### src/hw/rv_core_cfg.svh
`ifndef RV_CORE_CFG_SVH
`define RV_CORE_CFG_SVH

// --------------------------------------------------
// Core widths and reset vector
// --------------------------------------------------

// Data path and address width
`define RV_XLEN 32

// Register index width and register count
`define RV_REG_AW 5
`define RV_NREGS 32

// First fetch address after reset
`define RV_RESET_PC 32'h0000_0000

`endif

### src/hw/rv_core_pkg.sv
package rv_core_pkg;

  // --------------------------------------------------
  // Major opcodes, instr[6:0]
  // --------------------------------------------------
  typedef enum logic [6:0] {
    OPC_LUI    = 7'b0110111,
    OPC_AUIPC  = 7'b0010111,
    OPC_JAL    = 7'b1101111,
    OPC_JALR   = 7'b1100111,
    OPC_BRANCH = 7'b1100011,
    OPC_LOAD   = 7'b0000011,
    OPC_STORE  = 7'b0100011,
    OPC_OP_IMM = 7'b0010011,
    OPC_OP     = 7'b0110011,
    OPC_SYSTEM = 7'b1110011
  } opcode_e;

  // ALU operations, PASS_B forwards operand b for LUI
  typedef enum logic [3:0] {
    ALU_ADD,
    ALU_SUB,
    ALU_SLL,
    ALU_SLT,
    ALU_SLTU,
    ALU_XOR,
    ALU_SRL,
    ALU_SRA,
    ALU_OR,
    ALU_AND,
    ALU_PASS_B
  } alu_op_e;

  // Write-back source
  typedef enum logic [1:0] {
    RES_ALU,
    RES_MEM,
    RES_PC4
  } res_src_e;

  // Next-PC choice
  typedef enum logic {
    PC_SEL_SEQ,
    PC_SEL_TARGET
  } pc_sel_e;

endpackage

### src/hw/rv_fetch.sv
`timescale 1ns/1ps

`include "rv_core_cfg.svh"

module rv_fetch (
  input  logic                   clk,
  input  logic                   rst_n,
  input  rv_core_pkg::pc_sel_e   pc_sel,
  input  logic [`RV_XLEN-1:0]    jb_target,
  input  logic                   is_ebreak,
  input  logic                   is_illegal,
  output logic [`RV_XLEN-1:0]    pc,
  output logic [`RV_XLEN-1:0]    pc_plus4,
  output logic                   halt,
  output logic                   ebreak,
  output logic                   trap
);

  import rv_core_pkg::*;

  // Sequential address
  assign pc_plus4 = pc + `RV_XLEN'(4);

  // Either flag stops the core until reset
  assign halt = ebreak || trap;

  // --------------------------------------------------
  // PC register and sticky halt flags
  // --------------------------------------------------
  always_ff @(posedge clk) begin
    if (!rst_n) begin
      pc     <= `RV_RESET_PC;
      ebreak <= 1'b0;
      trap   <= 1'b0;
    end else if (!halt) begin
      // Flags latch at the edge that ends the offending instruction
      ebreak <= is_ebreak;
      trap   <= is_illegal;
      // PC stays on the halting instruction
      if (!is_ebreak && !is_illegal) begin
        pc <= (pc_sel == PC_SEL_TARGET) ? jb_target : pc_plus4;
      end
    end
  end

endmodule

### src/hw/rv_decode.sv
`timescale 1ns/1ps

`include "rv_core_cfg.svh"

module rv_decode (
  input  logic [31:0]              instr,
  input  logic                     halt,
  output logic [`RV_REG_AW-1:0]    rs1,
  output logic [`RV_REG_AW-1:0]    rs2,
  output logic [`RV_REG_AW-1:0]    rd,
  output logic [`RV_XLEN-1:0]      imm,
  output rv_core_pkg::alu_op_e     alu_op,
  output logic                     alu_a_pc,
  output logic                     alu_b_imm,
  output rv_core_pkg::res_src_e    res_src,
  output logic                     reg_write,
  output logic                     mem_read,
  output logic                     mem_write,
  output logic                     is_branch,
  output logic                     is_jal,
  output logic                     is_jalr,
  output logic [2:0]               funct3,
  output logic                     is_ebreak,
  output logic                     is_illegal
);

  import rv_core_pkg::*;

  opcode_e                opcode;
  logic [6:0]             funct7;
  logic [`RV_XLEN-1:0]    imm_i;
  logic [`RV_XLEN-1:0]    imm_s;
  logic [`RV_XLEN-1:0]    imm_b;
  logic [`RV_XLEN-1:0]    imm_u;
  logic [`RV_XLEN-1:0]    imm_j;
  alu_op_e                alu_op_f3;
  logic                   reg_write_raw;
  logic                   mem_read_raw;
  logic                   mem_write_raw;
  logic                   illegal;

  // --------------------------------------------------
  // Field extraction
  // --------------------------------------------------
  assign opcode = opcode_e'(instr[6:0]);
  assign rd     = instr[11:7];
  assign funct3 = instr[14:12];
  assign rs1    = instr[19:15];
  assign rs2    = instr[24:20];
  assign funct7 = instr[31:25];

  // Immediates, all sign-extended from instr[31]
  assign imm_i = {{(`RV_XLEN-12){instr[31]}}, instr[31:20]};
  assign imm_s = {{(`RV_XLEN-12){instr[31]}}, instr[31:25], instr[11:7]};
  assign imm_b = {{(`RV_XLEN-13){instr[31]}}, instr[31], instr[7], instr[30:25],
                  instr[11:8], 1'b0};
  assign imm_u = {instr[31:12], 12'b0};
  assign imm_j = {{(`RV_XLEN-21){instr[31]}}, instr[31], instr[19:12], instr[20],
                  instr[30:21], 1'b0};

  // ALU operation for OP and OP_IMM
  always_comb begin
    case (funct3)
      3'b000:  alu_op_f3 = (opcode == OPC_OP && funct7[5]) ? ALU_SUB : ALU_ADD;
      3'b001:  alu_op_f3 = ALU_SLL;
      3'b010:  alu_op_f3 = ALU_SLT;
      3'b011:  alu_op_f3 = ALU_SLTU;
      3'b100:  alu_op_f3 = ALU_XOR;
      3'b101:  alu_op_f3 = funct7[5] ? ALU_SRA : ALU_SRL;
      3'b110:  alu_op_f3 = ALU_OR;
      default: alu_op_f3 = ALU_AND;
    endcase
  end

  // --------------------------------------------------
  // Control decode
  // --------------------------------------------------
  always_comb begin
    imm           = imm_i;
    alu_op        = ALU_ADD;
    alu_a_pc      = 1'b0;
    alu_b_imm     = 1'b0;
    res_src       = RES_ALU;
    reg_write_raw = 1'b0;
    mem_read_raw  = 1'b0;
    mem_write_raw = 1'b0;
    is_branch     = 1'b0;
    is_jal        = 1'b0;
    is_jalr       = 1'b0;
    is_ebreak     = 1'b0;
    illegal       = 1'b0;

    case (opcode)
      OPC_LUI: begin
        imm           = imm_u;
        alu_op        = ALU_PASS_B;
        alu_b_imm     = 1'b1;
        reg_write_raw = 1'b1;
      end
      OPC_AUIPC: begin
        imm           = imm_u;
        alu_a_pc      = 1'b1;
        alu_b_imm     = 1'b1;
        reg_write_raw = 1'b1;
      end
      OPC_JAL: begin
        imm           = imm_j;
        res_src       = RES_PC4;
        reg_write_raw = 1'b1;
        is_jal        = 1'b1;
      end
      OPC_JALR: begin
        res_src       = RES_PC4;
        reg_write_raw = 1'b1;
        is_jalr       = 1'b1;
        illegal       = (funct3 != 3'b000);
      end
      OPC_BRANCH: begin
        imm       = imm_b;
        is_branch = 1'b1;
        // funct3 010 and 011 are reserved
        illegal   = (funct3[2:1] == 2'b01);
      end
      OPC_LOAD: begin
        alu_b_imm     = 1'b1;
        res_src       = RES_MEM;
        reg_write_raw = 1'b1;
        mem_read_raw  = 1'b1;
        // Word loads only
        illegal       = (funct3 != 3'b010);
      end
      OPC_STORE: begin
        imm           = imm_s;
        alu_b_imm     = 1'b1;
        mem_write_raw = 1'b1;
        illegal       = (funct3 != 3'b010);
      end
      OPC_OP_IMM: begin
        alu_op        = alu_op_f3;
        alu_b_imm     = 1'b1;
        reg_write_raw = 1'b1;
        // Shift immediates carry funct7 in the upper bits
        if (funct3 == 3'b001) begin
          illegal = (funct7 != 7'b0000000);
        end else if (funct3 == 3'b101) begin
          illegal = (funct7 != 7'b0000000) && (funct7 != 7'b0100000);
        end
      end
      OPC_OP: begin
        alu_op        = alu_op_f3;
        reg_write_raw = 1'b1;
        // Alternate funct7 only for SUB and SRA
        illegal = (funct7 != 7'b0000000) &&
                  !((funct7 == 7'b0100000) && (funct3 == 3'b000 || funct3 == 3'b101));
      end
      OPC_SYSTEM: begin
        // EBREAK is the only system instruction kept
        is_ebreak = (instr == 32'h0010_0073);
        illegal   = !is_ebreak;
      end
      default: illegal = 1'b1;
    endcase
  end

  assign is_illegal = illegal;

  // Illegal instructions and the halted core write nothing
  assign reg_write = reg_write_raw && !illegal && !halt;
  assign mem_read  = mem_read_raw && !illegal && !halt;
  assign mem_write = mem_write_raw && !illegal && !halt;

endmodule

### src/hw/rv_regfile.sv
`timescale 1ns/1ps

`include "rv_core_cfg.svh"

module rv_regfile (
  input  logic                   clk,
  input  logic                   rst_n,
  input  logic [`RV_REG_AW-1:0]  rs1,
  input  logic [`RV_REG_AW-1:0]  rs2,
  input  logic [`RV_REG_AW-1:0]  rd,
  input  logic [`RV_XLEN-1:0]    rd_data,
  input  logic                   reg_write,
  output logic [`RV_XLEN-1:0]    rs1_data,
  output logic [`RV_XLEN-1:0]    rs2_data
);

  logic [`RV_XLEN-1:0] regs [`RV_NREGS];

  // Write port, x0 never written
  always_ff @(posedge clk) begin
    if (!rst_n) begin
      for (int i = 0; i < `RV_NREGS; i++) begin
        regs[i] <= '0;
      end
    end else if (reg_write && (rd != '0)) begin
      regs[rd] <= rd_data;
    end
  end

  // Combinational read ports, x0 reads zero
  assign rs1_data = (rs1 == '0) ? '0 : regs[rs1];
  assign rs2_data = (rs2 == '0) ? '0 : regs[rs2];

endmodule

### src/hw/rv_execute.sv
`timescale 1ns/1ps

`include "rv_core_cfg.svh"

module rv_execute (
  input  logic [`RV_XLEN-1:0]    pc,
  input  logic [`RV_XLEN-1:0]    rs1_data,
  input  logic [`RV_XLEN-1:0]    rs2_data,
  input  logic [`RV_XLEN-1:0]    imm,
  input  rv_core_pkg::alu_op_e   alu_op,
  input  logic                   alu_a_pc,
  input  logic                   alu_b_imm,
  input  logic                   is_branch,
  input  logic                   is_jal,
  input  logic                   is_jalr,
  input  logic [2:0]             funct3,
  output logic [`RV_XLEN-1:0]    alu_result,
  output logic [`RV_XLEN-1:0]    jb_target,
  output rv_core_pkg::pc_sel_e   pc_sel
);

  import rv_core_pkg::*;

  logic [`RV_XLEN-1:0] a;
  logic [`RV_XLEN-1:0] b;
  logic [4:0]          shamt;
  logic [`RV_XLEN-1:0] jalr_sum;
  logic                eq;
  logic                lt;
  logic                ltu;
  logic                taken;

  // --------------------------------------------------
  // ALU
  // --------------------------------------------------
  assign a     = alu_a_pc ? pc : rs1_data;
  assign b     = alu_b_imm ? imm : rs2_data;
  assign shamt = b[4:0];

  always_comb begin
    case (alu_op)
      ALU_ADD:    alu_result = a + b;
      ALU_SUB:    alu_result = a - b;
      ALU_SLL:    alu_result = a << shamt;
      ALU_SLT:    alu_result = {{(`RV_XLEN-1){1'b0}}, $signed(a) < $signed(b)};
      ALU_SLTU:   alu_result = {{(`RV_XLEN-1){1'b0}}, a < b};
      ALU_XOR:    alu_result = a ^ b;
      ALU_SRL:    alu_result = a >> shamt;
      ALU_SRA:    alu_result = $signed(a) >>> shamt;
      ALU_OR:     alu_result = a | b;
      ALU_AND:    alu_result = a & b;
      ALU_PASS_B: alu_result = b;
      default:    alu_result = '0;
    endcase
  end

  // --------------------------------------------------
  // Branch compare, always on register operands
  // --------------------------------------------------
  assign eq  = (rs1_data == rs2_data);
  assign lt  = ($signed(rs1_data) < $signed(rs2_data));
  assign ltu = (rs1_data < rs2_data);

  always_comb begin
    case (funct3)
      3'b000:  taken = eq;
      3'b001:  taken = !eq;
      3'b100:  taken = lt;
      3'b101:  taken = !lt;
      3'b110:  taken = ltu;
      3'b111:  taken = !ltu;
      default: taken = 1'b0;
    endcase
  end

  // JALR clears bit 0 of rs1 + imm
  assign jalr_sum  = rs1_data + imm;
  assign jb_target = is_jalr ? {jalr_sum[`RV_XLEN-1:1], 1'b0} : pc + imm;

  assign pc_sel = (is_jal || is_jalr || (is_branch && taken)) ? PC_SEL_TARGET
                                                              : PC_SEL_SEQ;

endmodule

### src/hw/rv_mem_wb.sv
`timescale 1ns/1ps

`include "rv_core_cfg.svh"

module rv_mem_wb (
  input  logic                     halt,
  input  logic [`RV_XLEN-1:0]      alu_result,
  input  logic [`RV_XLEN-1:0]      rs2_data,
  input  logic [`RV_XLEN-1:0]      pc_plus4,
  input  rv_core_pkg::res_src_e    res_src,
  input  logic                     mem_read,
  input  logic                     mem_write,
  output logic                     dmem_ren,
  output logic [`RV_XLEN-1:0]      dmem_raddr,
  input  logic [`RV_XLEN-1:0]      dmem_rdata,
  output logic                     dmem_we,
  output logic [`RV_XLEN-1:0]      dmem_waddr,
  output logic [`RV_XLEN-1:0]      dmem_wdata,
  output logic [`RV_XLEN/8-1:0]    dmem_wstrb,
  output logic [`RV_XLEN-1:0]      rd_data
);

  import rv_core_pkg::*;

  // --------------------------------------------------
  // Data memory, word accesses only
  // --------------------------------------------------
  assign dmem_ren   = mem_read && !halt;
  assign dmem_raddr = alu_result;

  assign dmem_we    = mem_write && !halt;
  assign dmem_waddr = alu_result;
  assign dmem_wdata = rs2_data;
  assign dmem_wstrb = '1;

  // Write-back select
  always_comb begin
    case (res_src)
      RES_MEM: rd_data = dmem_rdata;
      RES_PC4: rd_data = pc_plus4;
      default: rd_data = alu_result;
    endcase
  end

endmodule

### src/hw/rv_core.sv
`timescale 1ns/1ps

`include "rv_core_cfg.svh"

module rv_core (
  input  logic                   clk,
  input  logic                   rst_n,

  // Instruction memory, same-cycle read
  output logic                   imem_ren,
  output logic [`RV_XLEN-1:0]    imem_raddr,
  input  logic [31:0]            imem_rdata,

  // Data memory read side
  output logic                   dmem_ren,
  output logic [`RV_XLEN-1:0]    dmem_raddr,
  input  logic [`RV_XLEN-1:0]    dmem_rdata,

  // Data memory write side
  output logic                   dmem_we,
  output logic [`RV_XLEN-1:0]    dmem_waddr,
  output logic [`RV_XLEN-1:0]    dmem_wdata,
  output logic [`RV_XLEN/8-1:0]  dmem_wstrb,

  output logic                   ebreak,
  output logic                   trap
);

  import rv_core_pkg::*;

  // --------------------------------------------------
  // Stage-to-stage wires
  // --------------------------------------------------

  // Fetch
  logic [`RV_XLEN-1:0]    pc;
  logic [`RV_XLEN-1:0]    pc_plus4;
  logic                   halt;

  // Decode
  logic [`RV_REG_AW-1:0]  rs1;
  logic [`RV_REG_AW-1:0]  rs2;
  logic [`RV_REG_AW-1:0]  rd;
  logic [`RV_XLEN-1:0]    imm;
  alu_op_e                alu_op;
  logic                   alu_a_pc;
  logic                   alu_b_imm;
  res_src_e               res_src;
  logic                   reg_write;
  logic                   mem_read;
  logic                   mem_write;
  logic                   is_branch;
  logic                   is_jal;
  logic                   is_jalr;
  logic [2:0]             funct3;
  logic                   is_ebreak;
  logic                   is_illegal;

  // Register file and execute
  logic [`RV_XLEN-1:0]    rs1_data;
  logic [`RV_XLEN-1:0]    rs2_data;
  logic [`RV_XLEN-1:0]    alu_result;
  logic [`RV_XLEN-1:0]    jb_target;
  pc_sel_e                pc_sel;
  logic [`RV_XLEN-1:0]    rd_data;

  // Fetch stops once halted
  assign imem_ren   = !halt;
  assign imem_raddr = pc;

  rv_fetch rv_fetch_i (
    .clk        (clk),
    .rst_n      (rst_n),
    .pc_sel     (pc_sel),
    .jb_target  (jb_target),
    .is_ebreak  (is_ebreak),
    .is_illegal (is_illegal),
    .pc         (pc),
    .pc_plus4   (pc_plus4),
    .halt       (halt),
    .ebreak     (ebreak),
    .trap       (trap)
  );

  rv_decode rv_decode_i (
    .instr      (imem_rdata),
    .halt       (halt),
    .rs1        (rs1),
    .rs2        (rs2),
    .rd         (rd),
    .imm        (imm),
    .alu_op     (alu_op),
    .alu_a_pc   (alu_a_pc),
    .alu_b_imm  (alu_b_imm),
    .res_src    (res_src),
    .reg_write  (reg_write),
    .mem_read   (mem_read),
    .mem_write  (mem_write),
    .is_branch  (is_branch),
    .is_jal     (is_jal),
    .is_jalr    (is_jalr),
    .funct3     (funct3),
    .is_ebreak  (is_ebreak),
    .is_illegal (is_illegal)
  );

  rv_regfile rv_regfile_i (
    .clk       (clk),
    .rst_n     (rst_n),
    .rs1       (rs1),
    .rs2       (rs2),
    .rd        (rd),
    .rd_data   (rd_data),
    .reg_write (reg_write),
    .rs1_data  (rs1_data),
    .rs2_data  (rs2_data)
  );

  rv_execute rv_execute_i (
    .pc         (pc),
    .rs1_data   (rs1_data),
    .rs2_data   (rs2_data),
    .imm        (imm),
    .alu_op     (alu_op),
    .alu_a_pc   (alu_a_pc),
    .alu_b_imm  (alu_b_imm),
    .is_branch  (is_branch),
    .is_jal     (is_jal),
    .is_jalr    (is_jalr),
    .funct3     (funct3),
    .alu_result (alu_result),
    .jb_target  (jb_target),
    .pc_sel     (pc_sel)
  );

  rv_mem_wb rv_mem_wb_i (
    .halt       (halt),
    .alu_result (alu_result),
    .rs2_data   (rs2_data),
    .pc_plus4   (pc_plus4),
    .res_src    (res_src),
    .mem_read   (mem_read),
    .mem_write  (mem_write),
    .dmem_ren   (dmem_ren),
    .dmem_raddr (dmem_raddr),
    .dmem_rdata (dmem_rdata),
    .dmem_we    (dmem_we),
    .dmem_waddr (dmem_waddr),
    .dmem_wdata (dmem_wdata),
    .dmem_wstrb (dmem_wstrb),
    .rd_data    (rd_data)
  );

endmodule

### config.mk
export PLATFORM = sky130hd
export DESIGN_NAME = rv_core
export DESIGN_NICKNAME = d
export VERILOG_FILES = /design/src/hw/rv_core_pkg.sv /design/src/hw/rv_fetch.sv /design/src/hw/rv_decode.sv /design/src/hw/rv_regfile.sv /design/src/hw/rv_execute.sv /design/src/hw/rv_mem_wb.sv /design/src/hw/rv_core.sv
export VERILOG_INCLUDE_DIRS = /design/src /design/src/hw
export SDC_FILE = /design/constraint.sdc
export NUM_CORES = 2
export LEC_CHECK = 0
export ABC_AREA = 1
export CORE_MARGIN = 4
export CORE_UTILIZATION = 29
export DETAILED_ROUTE_END_ITERATION = 8
export DONT_BUFFER_PORTS = 1
export GPL_TIMING_DRIVEN = 1
export HOLD_SLACK_MARGIN = 0.05
export PLACE_DENSITY = 0.41
export SYNTH_ARGS = -nofsm -noshare
export SYNTH_HDL_FRONTEND = slang
export SYNTH_SLANG_ARGS = --single-unit
export TNS_END_PERCENT = 1
### constraint.sdc
create_clock -name clk -period 5.35 [get_ports clk]
set_input_delay 0.535 -clock clk [delete_from_list [all_inputs] [get_ports clk]]
set_output_delay 0.535 -clock clk [all_outputs]
set_load 0.02 [all_outputs]
==> summary.txt <==
Worst setup path
  • CP cell instances: o211ai_1, a21oi_1, nor2_1, nand2_1, nand3_1, nand2_1, nand2_1, inv_1, ha_1, buf_4, inv_1, a21oi_2, o21ai_1, a21oi_1, o211ai_1, buf_4, o21a_1, nor2_1, nand2_1, nor2_2, buf_4, nand2_4, buf_12
  • Critical Path AT: 6.51 ns
  • FF-to-FF End: rv_regfile_i.regs[3][19]
  • Critical path startpoint category: input port
  • Critical path endpoint category: output pin
  • Reg2Reg Launch Point: rv_regfile_i.regs[20][5]
  • Worst Reg-to-Reg Cells: 39
  • CP top delay family: compound AO/OA/AOI/OAI gates
  • Largest fanout on the critical path: 664
  • Most common cell on crit path: nand2_1
  • Worst path slowest cell: o211ai_1
  • Kind of critical path: input port to output pin
  • Required @ worst endpoint: 4.82 ns
  • R2R Setup Slk: -0.27 ns
  • Buf+Inv Stages, Crit Path: 6
  • CP peak stage delay: 1.13 ns

Logic synthesis
  • Ranking of synthesized cells by area: edfxtp_1 (42%), nand2_1 (10%), nor2_1 (9.4%)
  • Synth area leader: edfxtp_1
  • Seq cells post-synth: 1058
  • Seq/Total Area, Yosys: 0.425
  • Syn_area_per_cell: 7.47 sq um
  • Cells after Synth: 9895
  • Share of synthesized registers carrying an async set or reset: 0
  • Syn. warnings: 0
  • Post-Syn Area: 73900 sq um
  • Post-synth EDFFs: 1024
  • Post-synth cell types: 75
  • Main synth FF type: edfxtp_1
  • Share of the synthesized area in the top cell type: 0.416

Min path
  • Worst min-delay path startpoint: rst_n
  • Hold Path Class: input port to flop
  • Hold depth: 1
  • Hold endpoint: rv_regfile_i.regs[10][6]

Finish
  • Proportion of layout cells with a drive suffix above 1: 0.226
  • Final Non-Filler Cells: 14394
  • Leading cell types in the layout, fill and taps excluded: nand2_1 (1831), nor2_1 (1782), buf_4 (1315), edfxtp_1 (1024), nand3_1 (882)
  • Commonest non-fill, non-tap cell in the layout: nand2_1
  • Synth-to-Final Area Change: 30.7%
  • Layout Nets: 11184

Floorplanning
  • Initial core utilization: 0.291
  • Cell Rows: 185
  • Core Area: 254000 sq um
  • Horiz. Die Dim: 513 um
  • Die ar.: 263000 sq um
  • Die height: 513 um
  • IO Count: 203

Job
  • Max-Cap Viols: 0

Routing
  • Final wirelength: 421000 um
  • Drt first pass iters: 6
  • Vias per cell: 5.52
  • Vias: 79440
  • # DRC: 0
  • Initial drt markers: 10269
  • DR WL/cell: 29.3 um
  • Post-DRT Antenna Nets: 0

STA
  • Clock Skews: 0.0449 ns
  • Post-layout min period: 7.04 ns
  • Slew Limit Fails: 421
  • Hold Fails Final Rpt: 0
  • Highest clock rate: 0.142 GHz
  • Part of the cycle the worst path needs: 1.32
  • Worst setup slack after layout: -1.69 ns
  • # setup viols final: 1089
  • Unrepaired setup endpoints after global routing: true
  • Final hold slack: 0.147 ns
  • Tightest Pin Transition: 3.48 ns
  • Max-slew headroom: -1.32

Global route
  • GRT Total Usage: 0.304
  • Initial antenna violation count: 21
  • Largest net degree at the start of global routing: 664
  • Vias in the first global route: 74415
  • First-pass GRT wire length: 577000 um
  • GRT overflow: 0

CTS
  • Clk buf depth: 3
  • H-tree Lvls: 4
  • Num CTS Buffers: 136
  • CTS Root Cell: clkbuf_16
  • Worst-skew pair later-pin latency: 0.81 ns
  • Clk sinks: 1058
  • Clk pin slew, worst setup/hold paths: 0.06 ns
  • CTS tree: built

Placed design
  • DP Wirelength: 293000 um
  • Placed Cells: 14007
  • Routability cong.: 0.972
  • Buffers added on ports: 0

Outcome
  • Violated checks: slew limit, setup timing
  • Status: finished with violations

Power
  • Static leakage: 0.0410 uW
  • Max rail drop VDD: 0.212 mV
  • Cell Pwr Density: 316 nW/um^2
[cells by family (layout without fill, tap and decap cells)]
| logic type | after synthesis | count (layout) | share of synthesized area |
|---|---|---|---|
| compound gates | 1996 | 1996 | 0.157 |
| xor+xnor | 45 | 45 | 0.00533 |
| fa+ha+maj | 202 | 202 | 0.0346 |
| buf+inv | 1548 | 2642 | 0.0952 |
| flops | 1058 | 1058 | 0.425 |
| other cells | 2 | 41 | 0.000102 |
| simple gates | 5044 | 5044 | 0.282 |
[state kept, by name, indices dropped and copies added, names as in the netlist]
name	flops
rv_fetch_i.trap	1
rv_fetch_i.pc	32
rv_fetch_i.ebreak	1
rv_regfile_i.regs	1024
[power breakdown]
part	total [uW]	internal (uW)	switching (uW)	leakage, uW
clock network	9390	5310	4070	0.00214
registers	9490	9350	140	0.0108
logic	11700	4350	7330	0.0281
total	30600	19000	11500	0.0410
[through the flow]
step / utilization / TNS (ns) / instance area [sq um] / worst slack (ns) / power, uW
2_1_floorplan: - / -0.206 / 74100 / -0.0325 / 14800
3_3_place_gp: 0.344 / -871.57 / 87300 / -1.25 / 20000
3_5_place_dp: 0.344 / -844.12 / 87300 / -1.20 / 20000
4_1_cts: 0.372 / -19.58 / 94400 / -0.317 / 30000
5_1_grt: 0.380 / -322.79 / 96500 / -1.14 / 31600
6_report: 0.380 / -866.54 / 96600 / -1.69 / 30600
[repair_timing]
| action | 4_1_cts | 5_1_grt |
|---|---|---|
| setup buffers | 76 | 47 |
| pin swaps | 135 | 159 |
| gates resized for setup | 481 | 382 |
| gates cloned | 7 | 13 |
| endpoints found under the setup margin | 743 | 337 |
| hold buffers | 1 | 0 |
| hold endpoints to repair | 3 | 0 |
[metal layers]
layer	global-route usage	up-vias	wire, um	share of wire
met5	0	-	113	0.00027
met4	0.0967	12	15100	0.036
met3	0.0502	574	36500	0.087
met2	0.453	4102	179000	0.43
met1	0.447	39253	190000	0.45
li1	-	35499	-	-
[final cells by class]
type	instances	area, sq um
Antenna cell	5	12.5
Fill cell	26309	157000
Clock inverter	85	922
Timing Repair Buffer	1595	14900
Inverter	801	3130
Multi-Input combinational cell	7323	38500
Sequential cell	1058	31400
Clock buffer	160	3490
Timing Repair inverter	1	11.3
Tap cell	3366	4210
[synth_stat cells (36+ instances only)]
cell,n
edfxtp_1,1024
nand4_1,63
a22oi_1,121
nor2_1,1844
a221oi_1,36
buf_6,42
o21ai_0,788
buf_1,42
buf_4,144
buf_2,287
nor3_1,60
xor2_1,36
o21ai_1,40
ha_1,198
nand2_1,2015
inv_1,768
nand3_1,945
o211ai_1,180
o221ai_1,71
clkbuf_1,232
a21oi_1,599
[worst max-delay path by stage]
stage,from,to,slack (ns),depth (start not counted)
final,imem_rdata[15],dmem_raddr[29],-1.69,23
after global routing,imem_rdata[15],dmem_waddr[31],-1.14,31
after CTS,imem_rdata[20],dmem_waddr[19],-0.32,32
after detailed placement,imem_rdata[20],rv_regfile_i.regs[30][14],-1.20,33
after global placement,imem_rdata[20],dmem_raddr[29],-1.25,29
after floorplan,imem_rdata[20],dmem_waddr[24],-0.03,32
Power figures use the tool's default switching activity.
